<file path="src/design/chroni_settings.svh">
`ifndef CHRONI_SETTINGS_SVH
`define CHRONI_SETTINGS_SVH

// Text screen geometry
`define CHRONI_COLS       8
`define CHRONI_ROWS       2
`define CHRONI_GLYPH      8

// Raster timing, one cycle per pixel
`define CHRONI_H_TOTAL    200
`define CHRONI_H_ACTIVE   64
`define CHRONI_HS_START   80
`define CHRONI_HS_LEN     32
`define CHRONI_V_TOTAL    20
`define CHRONI_V_ACTIVE   16
`define CHRONI_VS_START   17
`define CHRONI_VS_LEN     2

`define CHRONI_TEXT_BASE  13'h1e00

// Buffer read plus palette read
`define CHRONI_PIPE       2

`endif
</file>
<file path="src/design/raster_timer.sv">
`timescale 1ns/1ps
`include "chroni_settings.svh"

module raster_timer (
   input  logic       sys_clk,
   input  logic       arst_n,
   output logic       line_start,
   output logic       next_row,
   output logic [2:0] next_scan,
   output logic       buf_half,
   output logic [5:0] pix_x,
   output logic       pix_active,
   output logic       hsync,
   output logic       vsync,
   output logic       video_de
);

   logic [7:0] h_cnt;
   logic [4:0] v_cnt;
   logic [4:0] next_line;
   logic       hs_raw;
   logic       vs_raw;
   logic [`CHRONI_PIPE-1:0] hs_pipe;
   logic [`CHRONI_PIPE-1:0] vs_pipe;
   logic [`CHRONI_PIPE-1:0] de_pipe;

   always_ff @(posedge sys_clk or negedge arst_n) begin
      if (!arst_n) begin
         h_cnt <= '0;
         v_cnt <= '0;
      end else if (h_cnt == 8'(`CHRONI_H_TOTAL - 1)) begin
         h_cnt <= '0;
         v_cnt <= next_line;
      end else begin
         h_cnt <= h_cnt + 8'd1;
      end
   end

   // Line 0 is prepared during the last line of the frame
   assign next_line = (v_cnt == 5'(`CHRONI_V_TOTAL - 1)) ? 5'd0 : v_cnt + 5'd1;
   assign next_scan = 3'(next_line % `CHRONI_GLYPH);
   assign next_row  = 1'(next_line / `CHRONI_GLYPH);

   // Only lines that hold text need a fetch
   assign line_start = (h_cnt == 8'd0) &&
                       (next_line < 5'(`CHRONI_ROWS * `CHRONI_GLYPH));

   assign buf_half   = v_cnt[0];
   assign pix_active = (h_cnt < 8'(`CHRONI_H_ACTIVE)) && (v_cnt < 5'(`CHRONI_V_ACTIVE));
   assign pix_x      = pix_active ? h_cnt[5:0] : 6'd0;

   assign hs_raw = !((h_cnt >= 8'(`CHRONI_HS_START)) &&
                     (h_cnt < 8'(`CHRONI_HS_START + `CHRONI_HS_LEN)));
   assign vs_raw = !((v_cnt >= 5'(`CHRONI_VS_START)) &&
                     (v_cnt < 5'(`CHRONI_VS_START + `CHRONI_VS_LEN)));

   // Align sync and enable with the pixel data path
   always_ff @(posedge sys_clk or negedge arst_n) begin
      if (!arst_n) begin
         hs_pipe <= '1;
         vs_pipe <= '1;
         de_pipe <= '0;
      end else begin
         hs_pipe <= {hs_pipe[`CHRONI_PIPE-2:0], hs_raw};
         vs_pipe <= {vs_pipe[`CHRONI_PIPE-2:0], vs_raw};
         de_pipe <= {de_pipe[`CHRONI_PIPE-2:0], pix_active};
      end
   end

   assign hsync    = hs_pipe[`CHRONI_PIPE-1];
   assign vsync    = vs_pipe[`CHRONI_PIPE-1];
   assign video_de = de_pipe[`CHRONI_PIPE-1];

endmodule

</file>
<file path="config.mk">
export PLATFORM = sky130hd
export DESIGN_NAME = raster_timer
export DESIGN_NICKNAME = d
export VERILOG_FILES = /design/src/design/raster_timer.sv
export VERILOG_INCLUDE_DIRS = /design/src /design/src/design
export SDC_FILE = /design/constraint.sdc
export NUM_CORES = 1
export LEC_CHECK = 0
export CORE_MARGIN = 3
export CORE_UTILIZATION = 35
export CTS_CLUSTER_DIAMETER = 50
export DETAILED_ROUTE_END_ITERATION = 8
export DONT_BUFFER_PORTS = 1
export SLEW_MARGIN = 5
export SYNTH_ARGS = -nofsm -noshare
export SYNTH_HDL_FRONTEND = slang
export SYNTH_SLANG_ARGS = --single-unit
</file>
<file path="constraint.sdc">
create_clock -name sys_clk -period 1.58 [get_ports sys_clk]
set_input_delay 0.316 -clock sys_clk [delete_from_list [all_inputs] [get_ports sys_clk]]
set_output_delay 0.316 -clock sys_clk [all_outputs]
set_load 0.01 [all_outputs]
</file>
# == Word-level counts from Yosys, hierarchy flattened ==
# Index checks and enable logic that the tools add are counted.
# op_classes
n_addsub,2
magnitude_cmp,7
eq_ne,2
muxes,3
reduce_logical,7
# ops
operator,count
"8-bit by 7-bit < comparator with 1-bit output, second input constant",2
"5-bit < comparator, second input constant",3
"8-bit by 1-bit adder with 8-bit output, second input constant",1
"8-bit equality test, second input constant",1
"8-bit by 7-bit greater-or-equal comparator with 1-bit output, second input constant",1
8-bit zero test,1
8-bit two-way mux,1
6-bit two-way mux,1
"5-bit by 1-bit adder with 5-bit output, second input constant",1
"5-bit equality test, second input constant",1
"5-bit greater-or-equal comparator, second input constant",1
5-bit two-way mux,1
1-bit logical AND,4
1-bit zero test,2
# totals
reg_bits,19
input_bits,2

# == Logic depth before layout (Yosys ltp) ==
# depth
depth_word,4
ltp_mapped,5
depth_no_buf,5

# == Worst setup path before layout ==
# No wires, ideal clock.
# synth_timing
kind,reg2out
start,register v_cnt[0]
end,output line_start
arrival_ns,1.401
required_time_ns,1.264
slack_ns,-0.137
path_stages_with_launch,5
path_buffers,1
path_cell_list,dfrtp_1 ha_1 clkbuf_1 o21ai_0 a221oi_1
# synth_between
elab_chain_len,4
elab_cells_between_ends,5
classes_between,add/sub: 1; order compare: 1; eq/ne: 1; mux: 1; reduce/logical: 1
# synth_lines
item,line_no,text
start: declaration,raster_timer.sv:19,logic [4:0] v_cnt;
start signal: assignment,raster_timer.sv:33,v_cnt <= next_line;
5-bit by 1-bit adder with 5-bit output or 5-bit equality test (tied branches),raster_timer.sv:40,assign next_line = (v_cnt == 5'(`CHRONI_V_TOTAL - 1)) ? 5'd0 : v_cnt + 5'd1;
5-bit two-way mux *,raster_timer.sv:40,
5-bit < comparator *,raster_timer.sv:46,(next_line < 5'(`CHRONI_ROWS * `CHRONI_GLYPH));
1-bit logical AND *,raster_timer.sv:45,assign line_start = (h_cnt == 8'd0) &&
end: declaration,raster_timer.sv:7,"output logic line_start,"
# Every way passes the cells marked *; elsewhere a longest branch is shown, timed or not.

# == Worst setup path in the final report ==
# layout_timing
start,register h_cnt[1]
end,output line_start
# layout_between
elab_chain_len,2
# layout_lines
item,line_no,text
start: declaration,raster_timer.sv:18,logic [7:0] h_cnt;
start signal: assignment,raster_timer.sv:35,h_cnt <= h_cnt + 8'd1;
8-bit zero test,raster_timer.sv:45,
1-bit logical AND,raster_timer.sv:45,
# Every way passes these cells.

==> results.json <==
{
  "synth_edf_count": 0,
  "synth_seq_area_share_pct": 44.65,
  "hold_ws_ns": 0.3622,
  "pwr-share-comb_pct": 1.5,
  "p_clk_share_pct": 33.4,
  "dr.pass1.iters": 4,
  "fin_area_mm2": 0.001465,
  "cts_max_level": 1,
  "numClockSinks": 19,
  "drive_gt1_share_pct": 58.33,
  "chipWidth_um": 61.45,
  "yosysWarnings": 0,
  "fmax_mhz": 569.5,
  "vias_per_cell": 5.325,
  "power_density_mw_per_mm2": 510.4,
  "io_pins": 18,
  "nets": 127,
  "skew_ns": 0.002517,
  "groute.usage.overall_pct": 14.30,
  "antenna_found_initial": 0,
  "synthArstFlopShare_pct": 100.0,
  "rows": 19,
  "root_buffer": "clkbuf_4",
  "die_h_um": 61.45,
  "num_vias": 804,
  "cp_data_required_time_ns": 1.26,
  "power_switching_mw": 0.1652,
  "max_cap_violations": 0,
  "gr-total-overflow": 0,
  "status": "finished, violations left",
  "grt_setup_unrepaired": "true",
  "utilization_pct": 51.36,
  "place_ws_ns": 0.04817,
  "syn-num-nets": 108,
  "port_buffers": 0,
  "coreArea_mm2": 0.002853,
  "grt_max_degree": 20,
  "grt_pass1_vias": 839,
  "layout_common_cells": "buf_4 (20), dfrtp_1 (9), and2_4 (6), dfrtp_2 (6)",
  "setup_ws_ns": -0.1760,
  "yosys_register_bits": 19,
  "worst_setup_path_end_kind": "output pin",
  "cts_buffers": 3,
  "postPlaceCellArea_mm2": 0.001182,
  "antenna_left": 0,
  "gp_congestion": 0.7886,
  "leakage_nw": 0.6355,
  "grt_pass1_wl_um": 3988,
  "path_clk_slew_ns": 0.11,
  "initial_core_util_pct": 37.72,
  "p_int_mw": 0.5825,
  "ir_drop_mv": 0.3680,
  "min_path_type": "reg -> reg",
  "wirelength_um": 2303,
  "arrival_ns": 1.44,
  "first_iter_violations": 24,
  "seqPwrFrac_pct": 65.1,
  "hold_violations": 0,
  "crit_type": "reg -> out",
  "finalCritPeriodShare_pct": 111.1,
  "crit_fanout": 2,
  "switching_share_pct": 22.10,
  "wire_per_inst_um": 15.25,
  "place_hpwl_um": 1537,
  "regToRegSetupSlack_ns": 0.06,
  "drc": 0,
  "critPathLaunchType": "flop",
  "clk_latency_ns": 0.30,
  "layout_commonest_cell": "buf_4",
  "synth_area_mm2": 0.001076,
  "tightest_slew_ns": 0.9268,
  "antenna_cells": 0,
  "die_area_mm2": 0.003775,
  "area_delta_synth_final_pct": 36.16,
  "cts_tree": "done",
  "violations": "negative setup slack",
  "avgSynthCellArea_um2": 10.55,
  "slew_viol_final": 0,
  "synth.distinct_cells": 41,
  "finalSetupViolations": 10,
  "cts_buffer_depth": 2,
  "synth_flop_cell": "dfrtp_1",
  "netlist_instances": 102,
  "max_slew_margin_pct": 38.01,
  "fin_crit_ns": 1.756
}
==> power groups by stage <==
| stage | combinational (mW) | sequential (mW) | clock (mW) |
|---|---|---|---|
| CTS | 0.0120 | 0.487 | 0.268 |
| global route | 0.0133 | 0.487 | 0.294 |
| global placement | 0.000000316 | 0.496 | 0 |
| detailed placement | 0.000000316 | 0.496 | 0 |
| floorplan | 0.000000276 | 0.496 | 0 |
| finish | 0.0115 | 0.487 | 0.250 |
==> state kept, by name, summed over array words and instances, names as in the netlist <==
name and cells:
hs_pipe 2, v_cnt 5, vs_pipe 2, h_cnt 8, de_pipe 2
==> final timing paths <==
path / from / end / depth (start not counted)
setup / recovery: h_cnt[1]$_DFF_PN0_ / line_start / 5
hold / removal: vs_pipe[0]$_DFF_PN1_ / vs_pipe[1]$_DFF_PN1_ / 0
setup reg to reg: h_cnt[1]$_DFF_PN0_ / v_cnt[4]$_DFFE_PN0N_ / 7
hold reg to reg: vs_pipe[0]$_DFF_PN1_ / vs_pipe[1]$_DFF_PN1_ / 0
max in group asynchronous: arst_n / v_cnt[4]$_DFFE_PN0N_ / 1
min in group asynchronous: arst_n / de_pipe[1]$_DFF_PN0_ / 1
==> metal layers <==
metal / share of wire [%] / global-route usage, % / vias to the layer above
met5: 0 / 0 / -
met4: 1.6 / 4.545 / 0
met3: 5.0 / 4.612 / 4
met2: 50 / 21.90 / 19
met1: 43 / 19.18 / 387
li1: - / - / 394
==> repair_timing <==
item,CTS,global route
setup buffers,5,3
resized for setup,29,17
pin swaps,10,6
hold buffers,1,0
endpoints found under the setup margin,11,15
endpoints found under the hold margin,19,0
==> stage by stage <==
| step | instances | TNS (ns) | power [mW] |
|---|---|---|---|
| 3_3_place_gp | 138 | 0 | 0.4957 |
| 6_report | 151 | -0.5417 | 0.7478 |
| 4_1_cts | 148 | -0.6125 | 0.7663 |
| 2_1_floorplan | 102 | 0 | 0.4957 |
| 5_1_grt | 151 | -1.368 | 0.7946 |
| 3_5_place_dp | 138 | 0 | 0.4957 |
==> cell families after synthesis <==
kind of cell    Yosys count  synth area share (%)
compound gates           17                 11.05
xor+xnor                  7                 5.698
fa+ha+maj                 4                 4.651
buf+inv                  16                 7.441
flops                    19                 44.65
mux                       3                 3.837
simple gates             36                 22.67
==> cell usage after synthesis (2+ instances only) <==
library cell	instances	area share (%)
dfrtp_1	15	35
and2_1	6	3.5
inv_1	6	2.1
clkbuf_1	5	1.7
nand3_1	5	2.3
nor2_1	5	1.7
xnor2_1	5	4.1
dfstp_2	4	9.8
ha_1	4	4.7
nor2b_1	4	2.3
a21oi_1	3	1.4
buf_4	3	2.1
nand2_1	3	1.0
and4_1	2	1.6
mux2_4	2	2.8
nor3_1	2	0.93
o21ai_0	2	0.93
o21ai_1	2	0.93
xor2_1	2	1.6
==> cell type report <==
cell class	instances	area [µm²]
Timing Repair Buffer	24	197.7
Tap cell	31	38.79
Sequential cell	19	488.0
Clock buffer	3	22.52
Clock inverter	1	5.005
Multi-Input combinational cell	67	690.7
Inverter	6	22.52
Fill cell	262	1388
==> worst max-delay path: stages, from the launching register on <==
cell	delay [ns]
dfrtp_1	0.41
inv_2	0.07
ha_4	0.12
nor4b_4	0.20
nand2_2	0.10
a221oi_4	0.24
No activity file was read; power rests on OpenSTA's default activity.
