**config.mk**
```make
export PLATFORM = sky130hd
export DESIGN_NAME = palette_regs
export DESIGN_NICKNAME = d
export VERILOG_FILES = /design/src/design/chroni_settings.svh /design/src/design/chroni_bus_pkg.sv /design/src/design/chroni_video_pkg.sv /design/src/design/palette_regs.sv
export SDC_FILE = /design/constraint.sdc
export NUM_CORES = 2
export LEC_CHECK = 0
export BUFFER_PORTS_ARGS = -buffer_cell sky130_fd_sc_hd__buf_2
export CAP_MARGIN = 5
export CORE_MARGIN = 3
export CORE_UTILIZATION = 45
export CTS_BUF_LIST = sky130_fd_sc_hd__clkbuf_8
export DETAILED_ROUTE_END_ITERATION = 10
export SLEW_MARGIN = 30
export SYNTH_ARGS = -nofsm -noshare
export SYNTH_HDL_FRONTEND = slang
export SYNTH_SLANG_ARGS = --single-unit
```
**constraint.sdc**
```tcl
create_clock -name sys_clk -period 3.9 [get_ports sys_clk]
set_input_delay 0.39 -clock sys_clk [delete_from_list [all_inputs] [get_ports sys_clk]]
set_output_delay 0.39 -clock sys_clk [all_outputs]
set_load 0.01 [all_outputs]
```
**src/design/chroni_settings.svh**
```systemverilog
`ifndef CHRONI_SETTINGS_SVH
`define CHRONI_SETTINGS_SVH

// Text screen geometry
`define CHRONI_COLS       8
`define CHRONI_ROWS       2
`define CHRONI_GLYPH      8

// Raster timing, one cycle per pixel
`define CHRONI_H_TOTAL    200
`define CHRONI_H_ACTIVE   64
`define CHRONI_HS_START   80
`define CHRONI_HS_LEN     32
`define CHRONI_V_TOTAL    20
`define CHRONI_V_ACTIVE   16
`define CHRONI_VS_START   17
`define CHRONI_VS_LEN     2

`define CHRONI_TEXT_BASE  13'h1e00

// Buffer read plus palette read
`define CHRONI_PIPE       2

`endif
```
**src/design/chroni_bus_pkg.sv**
```systemverilog
package chroni_bus_pkg;

   // CPU register map
   typedef enum logic [3:0] {
      REG_FG        = 4'd0,
      REG_BG        = 4'd1,
      REG_PAL_INDEX = 4'd2,
      REG_PAL_DATA  = 4'd3
   } reg_sel_e;

   typedef logic [12:0] mem_addr_t;

endpackage

```
**src/design/chroni_video_pkg.sv**
```systemverilog
package chroni_video_pkg;

   typedef logic [7:0] pal_index_t;

   typedef struct packed {
      logic [4:0] r;
      logic [5:0] g;
      logic [4:0] b;
   } rgb565_t;

   // Byte view of a palette word as the CPU loads it
   typedef struct packed {
      logic [7:0] hi;
      logic [7:0] lo;
   } pal_bytes_t;

   typedef union packed {
      rgb565_t    rgb;
      pal_bytes_t bytes;
   } pal_word_u;

endpackage

```
**src/design/palette_regs.sv**
```systemverilog
`timescale 1ns/1ps

module palette_regs (
   input  logic                         sys_clk,
   input  logic                         arst_n,
   input  logic                         cs,
   input  logic                         cpu_wr_en,
   input  logic [3:0]                   cpu_wr_addr,
   input  logic [7:0]                   cpu_wr_data,
   input  chroni_video_pkg::pal_index_t pix_index,
   output chroni_video_pkg::pal_index_t fg_index,
   output chroni_video_pkg::pal_index_t bg_index,
   output chroni_video_pkg::rgb565_t    rgb
);

   typedef enum logic [1:0] {PAL_IDLE, PAL_LO, PAL_HI, PAL_COMMIT} pal_seq_e;

   pal_seq_e                     seq_state;
   chroni_bus_pkg::reg_sel_e     sel;
   chroni_video_pkg::pal_index_t pal_index;
   chroni_video_pkg::pal_word_u  pal_word;
   chroni_video_pkg::rgb565_t    pal_ram [256];
   logic                         cpu_wr;
   logic                         commit;

   assign sel    = chroni_bus_pkg::reg_sel_e'(cpu_wr_addr);
   assign cpu_wr = cs && cpu_wr_en;
   // A finished word waits for a cycle free of CPU writes
   assign commit = (seq_state == PAL_COMMIT) && !cpu_wr;

   always_ff @(posedge sys_clk or negedge arst_n) begin
      if (!arst_n) begin
         seq_state <= PAL_IDLE;
         pal_index <= '0;
         fg_index  <= '0;
         bg_index  <= '0;
      end else if (cpu_wr) begin
         case (sel)
            chroni_bus_pkg::REG_FG: fg_index <= cpu_wr_data;
            chroni_bus_pkg::REG_BG: bg_index <= cpu_wr_data;
            chroni_bus_pkg::REG_PAL_INDEX: begin
               pal_index <= cpu_wr_data;
               seq_state <= PAL_LO;
            end
            chroni_bus_pkg::REG_PAL_DATA:
               if (seq_state == PAL_LO) begin
                  seq_state <= PAL_HI;
               end else if (seq_state == PAL_HI) begin
                  seq_state <= PAL_COMMIT;
               end
            default: ;
         endcase
      end else if (commit) begin
         // Next data pair goes to the following entry
         pal_index <= pal_index + 8'd1;
         seq_state <= PAL_LO;
      end
   end

   always_ff @(posedge sys_clk) begin
      if (cpu_wr && sel == chroni_bus_pkg::REG_PAL_DATA) begin
         if (seq_state == PAL_LO) begin
            pal_word.bytes.lo <= cpu_wr_data;
         end
         if (seq_state == PAL_HI) begin
            pal_word.bytes.hi <= cpu_wr_data;
         end
      end
   end

   always_ff @(posedge sys_clk) begin
      if (commit) begin
         pal_ram[pal_index] <= pal_word.rgb;
      end
      rgb <= pal_ram[pix_index];
   end

   // Data bytes only arrive while the sequencer expects one
   a_data_expected: assert property (@(posedge sys_clk) disable iff (!arst_n)
      cpu_wr && sel == chroni_bus_pkg::REG_PAL_DATA |->
         seq_state == PAL_LO || seq_state == PAL_HI);

endmodule

```
; ---- Word level (Yosys, flattened, before mapping)
; Memory sizes are Yosys's and may differ from the RTL's. A register that Yosys moved wholly into a read port is not among the register bits.
; Index checks and enable logic that the tools add are counted.
[totals]
register_bits = 42
latchBits = 0
ram_bits = 4096
mem_bits_ro = 0
output_inout_bits = 32
elab_cells = 39
mem_count = 1
[memory_table]
columns = name, words, width, rd, rd_ports_with_merged_regs, write_ports, line
row1 = pal_ram, 256, 16, 1, 1, 1, palette_regs.sv:22  ; chroni_video_pkg::rgb565_t pal_ram [256];
[op_classes]
add_sub_neg = 1
mul = 0
div = 0
magnitude_cmp = 0
n_eq_ne = 9
n_shift = 0
mux = 10
bitwise_logic = 0
reduce_logical = 12
[op_table]
columns = cell, count
row1 = $mux 8, 3
row2 = $reduce_and 2->1, 5
row3 = $add 8x1->8 const B, 1
row4 = $eq 4x2->1 const B, 2
row5 = $mux 2, 4
row6 = $eq 2x2->1 const B, 2
row7 = $eq 4x1->1 const B, 1
row8 = $logic_not 4->1, 1
row9 = $ne 4x2->1 const B, 1
row10 = $pmux 2 s2, 1
row11 = $logic_and 1x1->1, 3
row12 = $ne 3x1->1 const B, 1
row13 = $reduce_and 3->1, 1
row14 = $eq 2x1->1 const B, 1
row15 = $mux 1, 2
row16 = $ne 2x1->1 const B, 1
row17 = $reduce_bool 2->1, 1
row18 = $logic_not 1->1, 1

; ---- Longest topological paths before layout
[logic_depth]
depth_word = 5
ltp_mapped = 13
ltp_nobuf = 7

; ---- Worst setup path before layout
; OpenSTA, ideal clock, no wires.
[synth_timing]
kind = register to register
from = register pal_word[0] in the netlist's numbering
to = memory pal_ram[0][0] in the netlist's numbering (data pin)
setup_time_ns = 0.817
arrival_ns = 3.228
path_slack_ns = -0.146
stages_incl_launch_ff = 1
n_path_buf = 0
period_less_slack_ns = 4.046
cell_sequence = edfxtp_1
[synth_lines]
columns = element, line
row1 = from (decl), palette_regs.sv:21  ; chroni_video_pkg::pal_word_u pal_word;
row2 = to (decl), palette_regs.sv:22
; No word-level cell before the write port.

==> impl_metrics.ini <==
[floorplan]
num_rows = 219
coreArea_um2 = 356000
io_pins = 56
die-area_um2 = 365000
dieHeight_um = 604
start_util_pct = 45.2
die_w_um = 604

[yosys]
synthArstFlopShare_pct = 0.626
synth_top_area_cell = edfxtp_1
synth_top_area_share_pct = 76.7
yosys-top-cells-count = edfxtp_1 (4112), mux4_2 (855), mux2i_1 (552)
yosysWarnings = 0
syn_nets = 7519
ys_top_cells_by_area = edfxtp_1 (77%), mux4_2 (12%), mux2i_1 (3.4%), nor2_1 (0.83%), o221ai_1 (0.75%)
syn_area_um2 = 161000
synthFlopType = edfxtp_1
synth_seq_cells = 4154
syn_inst = 7488
synth_edf_count = 4112
synth.distinct_cells = 68
avgSynthCellArea_um2 = 21.5
seq_area_frac_synth_pct = 77.3
yosysMostFrequentCell = edfxtp_1

[worst_setup_path]
crit_start = pix_index[2]
cp-start-kind = primary input
crit_buf_inv = 6
critPathArrivalTime_ps = 4460
crit_family = buffers and inverters
crit_type = primary input to register
r2r_start = pal_index[1]$_DFFE_PN0P_
cpPeakStageDelay_ps = 600
crit_required_ps = 5040
end_kind = register
cp_cell_sequence = dlygate4sd3_1, buf_8, or2_4, buf_12, buf_12, o221ai_1, o22ai_1, o21ai_0, buf_4, o21ai_0, nor3_2, buf_4, and4_1
critPathMaxFanout = 24
worst_path_max_delay_cell = nor3_2

[drt]
routedWlPerCell_um = 31.3
drtIter0Drc = 10182
firstDrtPassIters = 5
vias_per_cell = 5.95
drc = 0
wirelength_um = 431000
num_vias = 81889
ant_nets = 0

[placed_design]
io_buffers = 55
dp_hpwl_um = 260000
dp.cells = 12546
routabilityCongestion = 0.972

[final_layout]
syn2layout_area_growth_pct = 13.9
fin_nets = 8522
fillCellCount = 27915
stdcell_count = 13772
drive_gt1_share_pct = 28.5

[timing]
drv_slew = 0
hold_ws_ps = 121
setup_violations = 0
layout_min_cycle_time_ps = 3330
period_share_pct = 85.3
max_freq_ghz = 0.301
slew-limit-headroom_pct = 24.1
finalClockSkew_ps = 68.1
hold_viol = 0
tightest_slew_ps = 1140
setup_tns_ps = 0
rsz0062_at_grt = false

[power_and_ir_drop]
irDropWorstVdd_mv = 0.349
power_frac_seq_pct = 55.8
swShare_pct = 23.4
p_total_uw = 87500
p_per_area_nw_per_um2 = 477
p_int_uw = 67000
power.switching_uw = 20500
p_leak_uw = 0.0597
p_clk_share_pct = 38.4
combinationalPowerShare_pct = 5.8

[global_route]
grt_usage_pct = 23.4
antenna_found_initial = 22
grt-ovfl-total = 0
grt_pass1_vias = 82300
grt_pass1_wl_um = 612000
grt_max_degree = 173

[clock_network]
clockBufferDepth = 4
cts-resized-gates = 0
htree_levels = 6
cts.sinks = 4154
cts-buffers-inserted = 658
cts_tree = yes
cts_setup_buffers = 0
clkSlewWorstSetupHoldPaths_ps = 60
clock_latency_ps = 1200
clock-root-buffer = clkbuf_8

[outcome]
outcome = finished clean

[worst_hold_path]
hp-class = primary input to register
holdCritStartpoint = cpu_wr_data[3]

[run]
cap_viol_max_count = 0
[worst paths after layout]
| check | slack (ps) | to | cells past startpoint |
|---|---|---|---|
| setup / recovery | 570 | rgb[9]$_DFF_P_ | 13 |
| hold / removal | 120 | fg_index[3]$_DFFE_PN0P_ | 3 |
| setup reg to reg | 780 | pal_ram[221][15]$_DFFE_PP_ | 6 |
| hold reg to reg | 500 | fg_index[1]$_DFFE_PN0P_ | 1 |
| max in group asynchronous | 3470 | pal_index[5]$_DFFE_PN0P_ | 4 |
| min in group asynchronous | 260 | bg_index[0]$_DFFE_PN0P_ | 4 |
[cell usage in the layout (no fill, tap or decap), types with 65 or more instances in the layout]
master	count
mux4_2	855
nand2_1	132
a22oi_1	65
clkinv_1	168
o221ai_1	138
edfxtp_1	4112
nand3_1	75
mux2i_1	552
clkbuf_8	667
inv_1	210
a21oi_1	74
nor3_1	117
buf_12	102
buf_4	595
nor2_1	284
nor2_2	70
o22ai_1	157
[tightest hold or removal path, stage by stage]
cell and delay, ps:
dlygate4sd3_1 520, buf_2 190, mux2_2 170
[sequential cells by signal, indices dropped and copies added (netlist names)]
name / count
rgb: 16
pal_word: 16
fg_index: 8
pal_ram: 4096
pal_index: 8
bg_index: 8
seq_state: 2
[cell families after synthesis]
family | synth area share (%)
and+or+nand+nor | 2.27
AOI/OAI and AO/OA | 2.66
muxes | 16.0
buffers and inverters | 1.76
adders and majority gates | 0.0544
DFF | 77.3
[layout make-up]
type	instances	area, µm²	share of cell area [%]
multi-input combinational	2883	34100	18.6
timing repair buffer	785	7180	3.91
inverter	9	43.8	0.0239
clock inverter	490	2520	1.37
antenna	33	82.6	0.0450
sequential	4154	124000	67.8
clock buffer	667	9180	5.00
tap	4751	5940	3.24
[power by group through the flow]
stage / combinational, µW / sequential, µW / clock, µW
final: 5090 / 48800 / 33600
after global routing: 5310 / 48800 / 36300
after CTS: 5070 / 48800 / 34300
after detailed placement: 5020 / 49800 / 0
after global placement: 4980 / 49700 / 0
after floorplan: 2950 / 49700 / 0
[stage by stage]
stage | utilization (%) | setup slack [ps] | instance area [µm²]
finish | 51.5 | 574 | 183000
detailed placement | 48.1 | 10.8 | 171000
global route | 51.5 | 724 | 183000
CTS | 51.5 | 781 | 183000
floorplan | - | -146 | 161000
global placement | 48.1 | -637 | 171000
[metal layers]
metal	up-vias	wire length [µm]	track usage, %
met2	3988	201000	36.1
met1	43455	175000	33.1
met5	-	13	0
met3	763	39600	5.25
met4	2	15500	8.01
li1	33681	-	-
[what timing repair did]
action / in CTS / in global routing
endpoints found under the hold margin: 85 / 0
setup endpoints to repair: 0 / 0
hold buffers: 33 / 0
No activity file was read; power rests on OpenSTA's default activity.
