$ cat config.mk
export PLATFORM = sky130hd
export DESIGN_NAME = line_buffer_flat
export DESIGN_NICKNAME = d
export VERILOG_FILES = /design/src/design/chroni_video_pkg.sv /design/src/design/line_wr_if.sv /design/src/design/line_buffer.sv /design/src/flat_wrapper.sv
export VERILOG_INCLUDE_DIRS = /design/src /design/src/design
export SDC_FILE = /design/constraint.sdc
export NUM_CORES = 1
export LEC_CHECK = 0
export BUFFER_PORTS_ARGS = -buffer_cell sky130_fd_sc_hd__buf_4
export CAP_MARGIN = 15
export CELL_PAD_IN_SITES_DETAIL_PLACEMENT = 1
export CELL_PAD_IN_SITES_GLOBAL_PLACEMENT = 2
export CORE_ASPECT_RATIO = 1.25
export CORE_UTILIZATION = 51
export DETAILED_ROUTE_END_ITERATION = 16
export MAX_ROUTING_LAYER = met4
export PLACE_DENSITY = 0.9
export SYNTH_ARGS = -nofsm -noshare
export SYNTH_HDL_FRONTEND = slang
export SYNTH_SLANG_ARGS = --single-unit
$ cat constraint.sdc
create_clock -name sys_clk -period 2.3 [get_ports sys_clk]
set_input_delay 0.23 -clock sys_clk [delete_from_list [all_inputs] [get_ports sys_clk]]
set_output_delay 0.23 -clock sys_clk [all_outputs]
set_load 0.05 [all_outputs]
$ cat src/design/chroni_settings.svh
`ifndef CHRONI_SETTINGS_SVH
`define CHRONI_SETTINGS_SVH

// Text screen geometry
`define CHRONI_COLS       8
`define CHRONI_ROWS       2
`define CHRONI_GLYPH      8

// Raster timing, one cycle per pixel
`define CHRONI_H_TOTAL    200
`define CHRONI_H_ACTIVE   64
`define CHRONI_HS_START   80
`define CHRONI_HS_LEN     32
`define CHRONI_V_TOTAL    20
`define CHRONI_V_ACTIVE   16
`define CHRONI_VS_START   17
`define CHRONI_VS_LEN     2

`define CHRONI_TEXT_BASE  13'h1e00

// Buffer read plus palette read
`define CHRONI_PIPE       2

`endif
$ cat src/design/chroni_video_pkg.sv
package chroni_video_pkg;

   typedef logic [7:0] pal_index_t;

   typedef struct packed {
      logic [4:0] r;
      logic [5:0] g;
      logic [4:0] b;
   } rgb565_t;

   // Byte view of a palette word as the CPU loads it
   typedef struct packed {
      logic [7:0] hi;
      logic [7:0] lo;
   } pal_bytes_t;

   typedef union packed {
      rgb565_t    rgb;
      pal_bytes_t bytes;
   } pal_word_u;

endpackage

$ cat src/design/line_wr_if.sv
`timescale 1ns/1ps

interface line_wr_if;
   logic [7:0] glyph;
   logic [2:0] col;
   logic       half;
   logic       wr_en;
   // High while the buffer expands a glyph byte
   logic       busy;

   modport fetch (output glyph, col, half, wr_en, input busy);
   modport buffer (input glyph, col, half, wr_en, output busy);
endinterface

$ cat src/design/line_buffer.sv
`timescale 1ns/1ps
`include "chroni_settings.svh"

module line_buffer (
   input  logic                         sys_clk,
   input  logic                         arst_n,
   line_wr_if.buffer                    wr,
   input  logic [5:0]                   pix_x,
   input  logic                         buf_half,
   input  chroni_video_pkg::pal_index_t fg_index,
   input  chroni_video_pkg::pal_index_t bg_index,
   output chroni_video_pkg::pal_index_t pix_index
);

   // Two halves, one per scanline
   chroni_video_pkg::pal_index_t pix_mem [2 * `CHRONI_H_ACTIVE];

   logic       busy;
   logic [2:0] bit_cnt;
   logic [7:0] shift;
   logic [2:0] w_col;
   logic       w_half;

   assign wr.busy = busy;

   always_ff @(posedge sys_clk or negedge arst_n) begin
      if (!arst_n) begin
         busy    <= 1'b0;
         bit_cnt <= '0;
      end else if (wr.wr_en) begin
         busy    <= 1'b1;
         bit_cnt <= '0;
      end else if (busy) begin
         bit_cnt <= bit_cnt + 3'd1;
         if (bit_cnt == 3'd7) begin
            busy <= 1'b0;
         end
      end
   end

   always_ff @(posedge sys_clk) begin
      if (wr.wr_en) begin
         shift  <= wr.glyph;
         w_col  <= wr.col;
         w_half <= wr.half;
      end else if (busy) begin
         shift <= {shift[6:0], 1'b0};
      end
      // Leftmost pixel comes from the MSB
      if (busy) begin
         pix_mem[{w_half, w_col, bit_cnt}] <= shift[7] ? fg_index : bg_index;
      end
      pix_index <= pix_mem[{buf_half, pix_x}];
   end

   a_no_write_when_busy: assert property (@(posedge sys_clk) disable iff (!arst_n)
      wr.wr_en |-> !busy);

endmodule

$ cat src/flat_wrapper.sv
// flat-port wrapper written by rule: the top's interface ports become plain ports
module line_buffer_flat 
  (sys_clk, arst_n, pix_x, buf_half, fg_index, bg_index, pix_index, wr_glyph, wr_col, wr_half, wr_wr_en, wr_busy);
  line_wr_if wr_i ();
  input  logic sys_clk;
  input  logic arst_n;
  input  logic [5:0] pix_x;
  input  logic buf_half;
  input  chroni_video_pkg::pal_index_t fg_index;
  input  chroni_video_pkg::pal_index_t bg_index;
  output chroni_video_pkg::pal_index_t pix_index;
  input wire logic [$bits(wr_i.glyph)-1:0] wr_glyph;
  input wire logic [$bits(wr_i.col)-1:0] wr_col;
  input wire logic [$bits(wr_i.half)-1:0] wr_half;
  input wire logic [$bits(wr_i.wr_en)-1:0] wr_wr_en;
  output wire logic [$bits(wr_i.busy)-1:0] wr_busy;
  assign wr_i.glyph = wr_glyph;
  assign wr_i.col = wr_col;
  assign wr_i.half = wr_half;
  assign wr_i.wr_en = wr_wr_en;
  assign wr_busy = wr_i.busy;
  line_buffer u_core (.sys_clk(sys_clk), .arst_n(arst_n), .wr(wr_i), .pix_x(pix_x), .buf_half(buf_half), .fg_index(fg_index), .bg_index(bg_index), .pix_index(pix_index));
endmodule
After elaboration in Yosys (flattened, before gate mapping) --
Memory sizes are Yosys's and may differ from the RTL's. A register that Yosys moved wholly into a read port is not among the register bits. Cells that the tools add are included.
Operators by class: muxes and demuxes 10, reductions and logical operators 1, eq/ne operators 1, add/subtract/negate cells 1
Operators with widths (count):
- two-way mux 8 bit | 3
- two-way mux 3 bit | 2
- two-way mux 1 bit | 5
- adder 3 x 1 -> 3 bit, second input constant | 1
- equality test 3 bit, second input constant | 1
- nonzero test 2 bit | 1
Storage, ports and cells: memories 1, bits in registers 16, RAM bits 1024, word-level logic and storage cells 19, bits of input ports 38
Memory list:
- u_core.pix_mem | words 128, bits a word 8, read ports 1, clocked after Yosys merged registers in 1, wr ports 1, line line_buffer.sv:16 | chroni_video_pkg::pal_index_t pix_mem [2 * `CHRONI_H_ACTIVE];

Longest topological paths before layout --
depth after elaboration 4, gate-level depth with buffers 7, gate-level depth less buffers 4

Worst setup path before layout --
OpenSTA, ideal clock, no wires.
path type input-to-reg, from in pix_x[0], to reg u_core.pix_index[0] (read register of u_core.pix_mem), setup slack -0.428 ns, stages on the path 6, required time 2.179 ns, arrival time 2.607 ns, cell sequence clkbuf_1 -> clkbuf_1 -> mux4_2 -> mux4_2 -> mux4_2 -> mux2_2
RTL lines:
- from (decl) | line flat_wrapper.sv:7 | input logic [5:0] pix_x;
- to (decl) | line line_buffer.sv:12 | output chroni_video_pkg::pal_index_t pix_index

==> qor.csv <==
metric,value,unit
DRT Wirelength,109500,um
Commonest cells post-synth,"1036 x edfxtp_1, 336 x mux4_2, 125 x nor2_1, 42 x clkbuf_1, 23 x mux2_2",
worst-margin pin slew,691.8,ps
"FF+latch count, synth",1048,
Die Area,0.08032,mm2
"EDFF count, synth",1036,
drt first pass iters,5,
Routed Antenna Nets,0,
P_int,31.82,mW
Initial Util,51.41,%
Combinational Power Share,7.5,%
Max-cap violations,0,
fill cell count,6473,
mux contribution to synthesized area,19.43,%
Post-Place Setup Slack,-650.4,ps
Area contributors post-synth,"edfxtp_1 77%, mux4_2 19%, nor2_1 1.2%, mux2_2 0.64%, dfxtp_1 0.40%",
main combinational cell family by area after synthesis,multiplexers,
# setup viols final,8,
pin count of the biggest net entering global routing,69,
Fmax achieved,393.3,MHz
CTS tree,yes,
Iteration-0 DRC Markers,2594,
Setup Skew,40.75,ps
cell area after synthesis,0.04039,mm2
routability cong.,0.8579,
CP required,2850,ps
post-synthesis compound-gate area fraction,0.01859,%
register area,0.03137,mm2
GR met2 Demand/Resource,47.70,%
residual DRC count,0,
FP Rows,115,
Slew HR,53.88,%
Simple-Gate Fraction of Synth Area,1.784,%
CP Class,flip-flop to flip-flop,
post-synthesis adder-cell area fraction,0.06196,%
clock latency on the worst-skew pair,690,ps
share of cells above drive strength 1,38.31,%
final core occ,60.37,%
post-synthesis async set-or-reset flop share,0.3817,%
Total GRT Usage,29.00,%
hold_sp,buf_half,
crit path launch,u_core.pix_mem[119][2]$_DFFE_PP_,
final period utilization,110.5,%
RSZ-0062 raised after global routing,yes,
worst r2r src,u_core.pix_mem[119][2]$_DFFE_PP_,
GR Layer Usage met3,4.810,%
outcome,"complete, but fails checks",
multi-input logic area,0.008703,mm2
Arrival @ worst endpoint,3100,ps
Post-Synth XOR/XNOR Area,0.02169,%
Port Buffers,46,
H-tree depth,3,
Sink Count,1048,
switching power total,9.221,mW
Pleak,15.24,nW
final worst slack,-242.5,ps
drt wl/cell,34.99,um
pwr dens,865.2,mW/mm2
Synth Flop Type,edfxtp_1,
Yosys top cell by area,edfxtp_1,
Synthesized Nets,1720,
Nets,2029,
GR peak layer,met2,
vias in the first global route,20944,
area delta synth->final,17.45,%
"Slew Viols, Final",0,
CP startpoint kind,flip-flop,
post-synthesis sequential area ratio,77.68,%
detailed placement HPWL,67420,um
largest fanout on the critical path,1,
met1 usage,36.53,%
initial antenna violation count,5,
vias per cell,6.407,
area share of the largest cell type after synthesis,77.03,%
capturing element type of the critical path,flip-flop,
Die W,253.7,um
Vias,20048,
peak supply drop,0.6674,mV
Cell variety after synth,25,
core area,0.07856,mm2
Tmin final,2542,ps
Net Sw Frac,22.47,%
grt ovf,0,
CTS Buf Count,96,
final hold slack,194.6,ps
chip height,316.6,um
I/O pin total,47,
failing checks,negative setup slack,
first-pass GRT wire length,156300,um
most common cell in the synthesized netlist,edfxtp_1,
clk slew on worst S/H paths,80,ps
Cells after Synth,1680,
Mapped Avg Cell Area,24.04,um2
Synth Warn #,0,
CTS root buf,clkbuf_16,
Sequential Power Share,52.6,%
Clk pwr share,39.9,%
Hold Fails Final Rpt,0,
Hold Path Class,input pin to flip-flop,
Clock Path Buffers,3,
per-stage QoR:
| step | total power, mW | setup TNS [ps] | std cells | instance area, um2 |
|---|---|---|---|---|
| 4_1_cts | 41.20 | -1326 | 3122 | 47410 |
| 5_1_grt | 41.84 | -1366 | 3127 | 47430 |
| 3_3_place_gp | 24.83 | -4358 | 2927 | 44030 |
| 3_5_place_dp | 24.99 | -4654 | 2927 | 44030 |
| 6_report | 41.04 | -1380 | 3129 | 47430 |
| 2_1_floorplan | 23.61 | -2909 | 1680 | 40770 |
placed cells by master (no fill, tap or decap), drive strengths merged:
cell / synthesis / layout
and2: 1 / 1
inv: 1 / 6
dfrtp: 4 / 4
mux2: 23 / 23
or3: 1 / 1
nor3: 9 / 9
ha: 2 / 2
xnor2: 1 / 1
a21o: 1 / 1
or2: 1 / 1
bufinv: 0 / 10
clkinvlp: 0 / 3
diode: 0 / 6
nand2: 14 / 14
nor2b: 7 / 7
dlygate4sd3: 0 / 16
nor2: 125 / 125
nand4: 3 / 3
nand2b: 2 / 2
dfxtp: 8 / 8
mux4: 336 / 336
mux2i: 2 / 2
edfxtp: 1036 / 1036
buf: 49 / 286
nand3: 12 / 12
clkbuf: 42 / 122
clkinv: 0 / 39
power groups by stage:
| stage | Sequential (mW) | Combinational [mW] | Clock [mW] |
|---|---|---|---|
| after floorplan | 22.1 | 1.56 | 0 |
| after global placement | 22.0 | 2.84 | 0 |
| after detailed placement | 22.0 | 2.98 | 0 |
| after CTS | 21.6 | 3.07 | 16.5 |
| after global routing | 21.6 | 3.17 | 17.1 |
| final | 21.6 | 3.07 | 16.4 |
per-layer routing:
| layer | part of all wire, % | up-vias |
|---|---|---|
| met2 | 52 | 1247 |
| met4 | 3.6 | 0 |
| met5 | 0 | - |
| li1 | - | 7807 |
| met3 | 8.2 | 199 |
| met1 | 37 | 10795 |
final cells by class:
class,instances,area share (%)
Antenna cell,6,0.03165
Clock buffer,122,5.468
Clock inverter,57,1.250
Inverter,1,0.007914
Multi-Input combinational cell,540,18.35
Sequential cell,1048,66.14
Tap cell,1053,2.778
Timing Repair Buffer,302,5.977
logic make-up after synthesis:
kind of cell,count (synthesis)
muxes,361
adders and majority gates,2
AOI/OAI and AO/OA,1
buffers and inverters,92
DFF,1048
and+or+nand+nor,175
xor gates and xnor gates,1
state kept, by name, indices dropped and copies added, names as in the netlist:
name / count
u_core.pix_mem: 1024
u_core.pix_index: 8
u_core.shift: 8
u_core.bit_cnt: 3
u_core.w_col: 3
u_core.w_half: 1
u_core.wr.busy: 1
worst paths after layout:
| kind | slack (ps) | cells after the start | endpoint |
|---|---|---|---|
| max | -240 | 4 | u_core.pix_index[2]$_DFF_P_ |
| min | 190 | 3 | u_core.pix_index[1]$_DFF_P_ |
| max reg2reg | -240 | 4 | u_core.pix_index[2]$_DFF_P_ |
| min reg2reg | 560 | 1 | u_core.shift[3]$_DFFE_PP_ |
| max in group asynchronous | 1590 | 3 | u_core.wr.busy$_DFF_PN0_ |
| min in group asynchronous | 520 | 3 | u_core.bit_cnt[1]$_DFFE_PN0P_ |
what timing repair did:
action	CTS	global route
endpoints found under the setup margin	8	16
setup buffers	0	1
endpoints found under the hold margin	28	0
resized for setup	8	0
hold buffers	16	0
critical path, cell delays in order (launching register included):
cell      delay [ps]
edfxtp_1         380
mux4_2           550
mux4_2           590
mux4_2           600
mux2_4           300
Power figures use the tool's default switching activity.
