`config.mk`:
```
export PLATFORM = sky130hd
export DESIGN_NAME = line_fetch_flat
export DESIGN_NICKNAME = d
export VERILOG_FILES = /design/src/design/chroni_bus_pkg.sv /design/src/design/line_wr_if.sv /design/src/design/line_fetch.sv /design/src/flat_wrapper.sv
export VERILOG_INCLUDE_DIRS = /design/src /design/src/design
export SDC_FILE = /design/constraint.sdc
export NUM_CORES = 1
export LEC_CHECK = 0
export BUFFER_PORTS_ARGS = -buffer_cell sky130_fd_sc_hd__buf_4
export CELL_PAD_IN_SITES_DETAIL_PLACEMENT = 1
export CELL_PAD_IN_SITES_GLOBAL_PLACEMENT = 2
export CORE_ASPECT_RATIO = 2
export CORE_UTILIZATION = 45
export DETAILED_ROUTE_END_ITERATION = 8
export GPL_ROUTABILITY_DRIVEN = 1
export HOLD_SLACK_MARGIN = 0.08
export PLACE_DENSITY_LB_ADDON = 0.1
export RECOVER_POWER = 100
export SYNTH_ARGS = -nofsm -noshare
export SYNTH_HDL_FRONTEND = slang
export SYNTH_SLANG_ARGS = --single-unit
```
`constraint.sdc`:
```
create_clock -name sys_clk -period 4.8 [get_ports sys_clk]
set_input_delay 0.96 -clock sys_clk [delete_from_list [all_inputs] [get_ports sys_clk]]
set_output_delay 0.96 -clock sys_clk [all_outputs]
set_load 0.05 [all_outputs]
```
`src/design/chroni_settings.svh`:
```
`ifndef CHRONI_SETTINGS_SVH
`define CHRONI_SETTINGS_SVH

// Text screen geometry
`define CHRONI_COLS       8
`define CHRONI_ROWS       2
`define CHRONI_GLYPH      8

// Raster timing, one cycle per pixel
`define CHRONI_H_TOTAL    200
`define CHRONI_H_ACTIVE   64
`define CHRONI_HS_START   80
`define CHRONI_HS_LEN     32
`define CHRONI_V_TOTAL    20
`define CHRONI_V_ACTIVE   16
`define CHRONI_VS_START   17
`define CHRONI_VS_LEN     2

`define CHRONI_TEXT_BASE  13'h1e00

// Buffer read plus palette read
`define CHRONI_PIPE       2

`endif
```
`src/design/chroni_bus_pkg.sv`:
```
package chroni_bus_pkg;

   // CPU register map
   typedef enum logic [3:0] {
      REG_FG        = 4'd0,
      REG_BG        = 4'd1,
      REG_PAL_INDEX = 4'd2,
      REG_PAL_DATA  = 4'd3
   } reg_sel_e;

   typedef logic [12:0] mem_addr_t;

endpackage

```
`src/design/line_wr_if.sv`:
```
`timescale 1ns/1ps

interface line_wr_if;
   logic [7:0] glyph;
   logic [2:0] col;
   logic       half;
   logic       wr_en;
   // High while the buffer expands a glyph byte
   logic       busy;

   modport fetch (output glyph, col, half, wr_en, input busy);
   modport buffer (input glyph, col, half, wr_en, output busy);
endinterface

```
`src/design/line_fetch.sv`:
```
`timescale 1ns/1ps
`include "chroni_settings.svh"

module line_fetch (
   input  logic                      sys_clk,
   input  logic                      arst_n,
   input  logic                      line_start,
   input  logic                      next_row,
   input  logic [2:0]                next_scan,
   input  logic                      buf_half,
   output logic                      rd_req,
   output chroni_bus_pkg::mem_addr_t rd_addr,
   input  logic [7:0]                rd_data,
   input  logic                      rd_ack,
   line_wr_if.fetch                  wr
);

   typedef enum logic [2:0] {
      F_IDLE,
      F_TEXT_REQ,
      F_TEXT_WAIT,
      F_FONT_REQ,
      F_FONT_WAIT,
      F_FONT_WRITE
   } fetch_state_e;

   fetch_state_e state;
   logic [2:0]   col;
   logic [2:0]   scan;
   logic         row;
   logic         last_col;
   logic [7:0]   text_mem [`CHRONI_COLS];

   assign last_col = (col == 3'(`CHRONI_COLS - 1));

   always_ff @(posedge sys_clk or negedge arst_n) begin
      if (!arst_n) begin
         state    <= F_IDLE;
         rd_req   <= 1'b0;
         col      <= '0;
         scan     <= '0;
         row      <= 1'b0;
         wr.wr_en <= 1'b0;
         wr.half  <= 1'b0;
      end else begin
         wr.wr_en <= 1'b0;
         case (state)
            F_IDLE:
               if (line_start) begin
                  col     <= '0;
                  scan    <= next_scan;
                  row     <= next_row;
                  wr.half <= !buf_half;
                  // Character codes are reloaded on the first scan of a row
                  state   <= (next_scan == 3'd0) ? F_TEXT_REQ : F_FONT_REQ;
               end
            F_TEXT_REQ: begin
               rd_req <= 1'b1;
               state  <= F_TEXT_WAIT;
            end
            F_TEXT_WAIT:
               if (rd_ack) begin
                  rd_req <= 1'b0;
                  col    <= col + 3'd1;
                  state  <= last_col ? F_FONT_REQ : F_TEXT_REQ;
               end
            F_FONT_REQ: begin
               rd_req <= 1'b1;
               state  <= F_FONT_WAIT;
            end
            F_FONT_WAIT:
               if (rd_ack) begin
                  rd_req <= 1'b0;
                  state  <= F_FONT_WRITE;
               end
            F_FONT_WRITE:
               if (!wr.busy) begin
                  wr.wr_en <= 1'b1;
                  col      <= col + 3'd1;
                  state    <= last_col ? F_IDLE : F_FONT_REQ;
               end
            default:
               state <= F_IDLE;
         endcase
      end
   end

   always_ff @(posedge sys_clk) begin
      if (state == F_TEXT_REQ) begin
         rd_addr <= `CHRONI_TEXT_BASE + chroni_bus_pkg::mem_addr_t'({row, col});
      end
      if (state == F_FONT_REQ) begin
         rd_addr <= chroni_bus_pkg::mem_addr_t'({text_mem[col], scan});
      end
      if (state == F_TEXT_WAIT && rd_ack) begin
         text_mem[col] <= rd_data;
      end
      if (state == F_FONT_WAIT && rd_ack) begin
         wr.glyph <= rd_data;
      end
      if (state == F_FONT_WRITE && !wr.busy) begin
         wr.col <= col;
      end
   end

   a_addr_hold: assert property (@(posedge sys_clk) disable iff (!arst_n)
      rd_req && !rd_ack |=> $stable(rd_addr));

   // The whole line must be fetched before the raster asks for the next one
   a_idle_at_line: assert property (@(posedge sys_clk) disable iff (!arst_n)
      line_start |-> state == F_IDLE);

endmodule

```
`src/flat_wrapper.sv`:
```
// flat-port wrapper written by rule: the top's interface ports become plain ports
module line_fetch_flat 
  (sys_clk, arst_n, line_start, next_row, next_scan, buf_half, rd_req, rd_addr, rd_data, rd_ack, wr_glyph, wr_col, wr_half, wr_wr_en, wr_busy);
  line_wr_if wr_i ();
  input  logic sys_clk;
  input  logic arst_n;
  input  logic line_start;
  input  logic next_row;
  input  logic [2:0] next_scan;
  input  logic buf_half;
  output logic rd_req;
  output chroni_bus_pkg::mem_addr_t rd_addr;
  input  logic [7:0] rd_data;
  input  logic rd_ack;
  output wire logic [$bits(wr_i.glyph)-1:0] wr_glyph;
  output wire logic [$bits(wr_i.col)-1:0] wr_col;
  output wire logic [$bits(wr_i.half)-1:0] wr_half;
  output wire logic [$bits(wr_i.wr_en)-1:0] wr_wr_en;
  input wire logic [$bits(wr_i.busy)-1:0] wr_busy;
  assign wr_glyph = wr_i.glyph;
  assign wr_col = wr_i.col;
  assign wr_half = wr_i.half;
  assign wr_wr_en = wr_i.wr_en;
  assign wr_i.busy = wr_busy;
  line_fetch u_core (.sys_clk(sys_clk), .arst_n(arst_n), .line_start(line_start), .next_row(next_row), .next_scan(next_scan), .buf_half(buf_half), .rd_req(rd_req), .rd_addr(rd_addr), .rd_data(rd_data), .rd_ack(rd_ack), .wr(wr_i));
endmodule
```
# Word level (Yosys, flattened, before mapping)
# Memories as Yosys holds them, arrays and structs flattened.
# Index checks and enable logic that the tools add are counted.
[word_totals] reg_bits=36 ramBits=64 input_bits=18 word_cells=61 memories=1
[op_classes] addsub=2 n_eq_ne=11 n_mux=20 n_reduce_logical=16
[mem_list] memory="u_core.text_mem" depth=8 word_bits=8 read_ports=1 rd_ports_with_merged_regs=0 wr=1 line_no="line_fetch.sv:32" rtl="logic [7:0] text_mem [`CHRONI_COLS];"
[ops] operator="$mux 11" n=2
[ops] operator="$mux 3" n=7
[ops] operator="$pmux 3 s6" n=1
[ops] operator="$add 10x5->11 const A" n=1
[ops] operator="$eq 3x3->1 const B" n=3
[ops] operator="$pmux 3 s3" n=1
[ops] operator="$ne 2x2->1 const B" n=4
[ops] operator="$reduce_and 4->1" n=2
[ops] operator="$eq 3x2->1 const B" n=2
[ops] operator="$logic_not 3->1" n=2
[ops] operator="$mux 2" n=3
[ops] operator="$mux 1" n=5
[ops] operator="$reduce_and 2->1" n=2
[ops] operator="$reduce_bool 2->1" n=2
[ops] operator="$reduce_or 2->1" n=2
[ops] operator="$add 3x1->3 const B" n=1
[ops] operator="$eq 3x1->1 const B" n=1
[ops] operator="$logic_and 1x1->1" n=3
[ops] operator="$reduce_bool 3->1" n=1
[ops] operator="$logic_not 1->1" n=2
[ops] operator="$ne 2x1->1 const B" n=1
[ops] operator="$pmux 1 s2" n=1

# Depth between registers and ports, before layout
[depth] word_depth=4 mapped_depth=7

# Worst setup path before layout
# OpenSTA, ideal clock, no wires.
[synth_path] kind="input port to flip-flop" startpoint="input port rd_ack" endpoint="memory u_core.text_mem[0][0], enable pin" t_arrival_ps=1965 required_ps=4417 setup_slack_ps=2452 stages=4 path_buffers=0 path_cell_list="nand2b_1 nor3_2 nand2_1 nor3_1"
[synth_between] elab_chain_cells=3
[synth_lines] item="start: declaration" line_no="flat_wrapper.sv:14" rtl="input logic rd_ack;"
[synth_lines] item="$logic_and 1x1->1" line_no="line_fetch.sv:95" rtl="if (state == F_TEXT_WAIT && rd_ack) begin"
[synth_lines] item="$mux 1" line_no="line_fetch.sv:95"
[synth_lines] item="$mux 1 (implied by the code)" line_no="line_fetch.sv:96" rtl="text_mem[col] <= rd_data;"
[synth_lines] item="end: declaration" line_no="line_fetch.sv:32"
# No other way between the ends.

# Worst setup path in the final report
[layout_path] startpoint="register u_core.col[2]" endpoint="memory u_core.text_mem[4][0], enable pin"
[layout_lines] item="start: declaration" line_no="line_fetch.sv:28" rtl="logic [2:0] col;"
[layout_lines] item="start signal: assignment" line_no="line_fetch.sv:64" rtl="col <= col + 3'd1;"
[layout_lines] item="start signal: assignment" line_no="line_fetch.sv:79" rtl="col <= col + 3'd1;"
# Straight into the memory's write port.

==> results_dict.tcl <==
set metrics [dict create \
    seq_area_sq_um 2928 \
    period_needed_ps 3160 \
    fp.dieW_microns 68.65 \
    h-tree-depth 3 \
    first_pass_iters 4 \
    via_count 2270 \
    status "finished with violations" \
    slowest_stage "clkbuf_1" \
    p_leak_uw 0.001523 \
    path_max_fanout 29 \
    rsz0062_at_grt "false" \
    multi_input_area_sq_um 943.4 \
    portBuffers 44 \
    placementRows 48 \
    final_cell_mix "edfxtp_1 (86), clkbuf_1 (42), nand2_1 (18)" \
    drive_gt1_share_pct 12.25 \
    cpPeakStageDelay_ps 1140 \
    grt_pass1_wl_mm 13.46 \
    initial_core_util_pct 46.22 \
    cts_buffer_depth 2 \
    yosysTopAreaCell "edfxtp_1" \
    cts.clk_slew.worst_paths_ps 70 \
    layout.nets 317 \
    r2r_slack_ps 1640 \
    hp-class "reg2reg" \
    critPathLaunchType "flip-flop" \
    worstSkewPairLatency_ps 340 \
    grt_max_degree 30 \
    max_freq_ghz 0.3164 \
    grt_antenna_before_repair 0 \
    crit_path_start "u_core.col[2]$_DFFE_PN0P_" \
    cp.buffers_inverters 1 \
    r2r-start "u_core.col[2]$_DFFE_PN0P_" \
    synthTopCellsByArea "edfxtp_1 (65%), dfrtp_1 (8.1%), mux2i_1 (3.3%), mux4_2 (2.3%), mux2_2 (2.0%)" \
    die_area_sq_um 9287 \
    reg2reg_depth 3 \
    dieHeight_microns 135.3 \
    setup-tns-final_ps 0 \
    fillers 846 \
    post_cts_resized 0 \
    syn_nets 271 \
    cts_tree "built" \
    detailed_place.area_sq_um 4398 \
    required_ps 4760 \
    r2r-end "u_core.text_mem[4][0]$_DFFE_PP_" \
    post_drt_via_cell_ratio 5.647 \
    grt_usage_pct 21.59 \
    finalWirelength_mm 8.978 \
    holdPathStages 1 \
    drtIter0Drc 101 \
    coreArea_sq_um 8648 \
    clock-sinks 100 \
    synth_edf_count 86 \
    hp-start "u_core.rd_addr[11]$_SDFFE_PN0P_" \
    drv_cap 1 \
    period_share_pct 65.84 \
    post_cts_buffers 0 \
    synth-seq-cells 100 \
    dp_hpwl_mm 6.410 \
    min_to "u_core.rd_addr[11]$_SDFFE_PN0P_" \
    pwr_density_cell_nw_per_um2 586.9 \
    drc 0 \
    crit_arrival_ps 3120 \
    synth_top_area_share_pct 64.60 \
    antenna_cells 0 \
    finClkSkew_ps 8.600 \
    crit_chain "clkbuf_1, nand2_1, nor3_1" \
    violations "max-capacitance violations, max-slew violations" \
    cts_buffers 9 \
    yosysWarnings 0 \
    hold_viol_final 0 \
    final_common_cell "edfxtp_1" \
    ys_seq_area_share_pct 73.24 \
    syn_area_sq_um 3998 \
    cts_root_buffer "clkbuf_16" \
    syn_inst 251 \
    ios 45 \
    worst-setup-path-type "reg2reg" \
    grt_pass1_vias 2447 \
    path_delay_family "simple AND/OR/NAND/NOR gates" \
    p_total_uw 2671 \
    cp-end-kind "flip-flop" \
    ys_types 37 \
    ant_nets 0 \
    wire_per_inst_microns 22.33 \
    vdd_drop_max_uv 361.8 \
    slew_viol_final 30 \
    area_delta_synth_final_pct 13.87 \
    async_reset_ff_share_pct 13.00 \
    routabilityCongestion 0.7757 \
    ctsHoldBuffers 0 \
    postLayoutCellArea_sq_um 4552 \
    synthFlopType "edfxtp_1" \
    finalSetupViolCount 0 \
    overflow 0 \
    worstMarginPinSlew_ps 1588 \
    maxSlewHeadroom_pct -5.898 \
    syn_area_per_cell_sq_um 15.93 \
]
## worst max-delay path by stage
| stage | cells past startpoint | to |
|---|---|---|
| floorplan | 4 | u_core.text_mem[0][0]$_DFFE_PP_ |
| global placement | 5 | u_core.text_mem[4][0]$_DFFE_PP_ |
| detailed placement | 5 | u_core.text_mem[0][0]$_DFFE_PP_ |
| CTS | 5 | u_core.text_mem[4][3]$_DFFE_PP_ |
| global route | 3 | u_core.text_mem[4][1]$_DFFE_PP_ |
| finish | 3 | u_core.text_mem[4][0]$_DFFE_PP_ |
## power by group
part	total (uW)	switching [uW]	internal, uW
clock	781	320	461
combinational	725	507	218
sequential	1170	86.2	1080
total	2670	913	1760
## flip-flops by register name, summed over array words and instances (netlist names)
signal / count
u_core.state: 3
u_core.row: 1
u_core.rd_req: 1
u_core.wr.col: 3
u_core.wr.half: 1
u_core.text_mem: 64
u_core.wr.wr_en: 1
u_core.scan: 3
u_core.rd_addr: 12
u_core.col: 3
u_core.wr.glyph: 8
## synth_stat cells (2+ instances only)
cell      instances
edfxtp_1         86
nand2_1          18
nor2_1           17
dfrtp_1          13
mux2i_1          13
a21oi_1           9
inv_1             8
mux2_2            7
nand2b_1          7
nor2b_1           6
a22o_1            5
buf_2             5
o21ai_0           5
buf_4             4
mux4_2            4
nand3_1           4
o22ai_1           4
a22oi_1           3
mux2_4            3
nor3_1            3
a221o_1           2
a221oi_1          2
a221oi_2          2
a31oi_1           2
buf_6             2
clkbuf_1          2
ha_1              2
nor3_2            2
o211ai_1          2
o32ai_1           2
## per-stage QoR
| step | hold slack (ps) | util (%) | worst slack (ps) | cells |
|---|---|---|---|---|
| 2_1_floorplan | 454.3 | - | 2452 | 251 |
| 3_3_place_gp | 481.4 | 50.85 | 2101 | 386 |
| 3_5_place_dp | 484.3 | 50.85 | 1973 | 386 |
| 4_1_cts | 454.2 | 54.59 | 2259 | 402 |
| 5_1_grt | 521.7 | 52.63 | 1388 | 402 |
| 6_report | 490.2 | 52.63 | 1640 | 402 |
## cell type report
class	count	area share, %
Clock buffer	9	4.948
Clock inverter	7	2.144
Inverter	8	0.6597
Multi-Input combinational cell	130	20.73
Sequential cell	100	64.32
Tap cell	100	2.749
Timing Repair Buffer	48	4.453
## cells by family (layout without fill, tap and decap cells)
logic type / count (synthesis) / count (layout) / synth area share [%]
DFF: 100 / 100 / 73.24
and+or+nand+nor: 59 / 59 / 7.011
adders and majority gates: 2 / 2 / 0.6259
buffers and inverters: 21 / 72 / 2.879
muxes: 27 / 27 / 8.607
AOI/OAI and AO/OA: 42 / 42 / 7.637
## routing by layer
metal | GRT usage, % | up-vias | share of wire (%)
li1 | - | 1050 | -
met1 | 23.77 | 1154 | 38
met2 | 37.80 | 50 | 57
met3 | 3.956 | 16 | 2.7
met4 | 11.00 | 0 | 2.8
met5 | 0 | - | 0
## worst register-to-register path: cells and delay by family (launching register included)
kind          cells  cell delay, ps
buf+inv           1            1140
flops             1             320
simple gates      2            1310
Note: power is estimated with default switching activity, not from simulation.
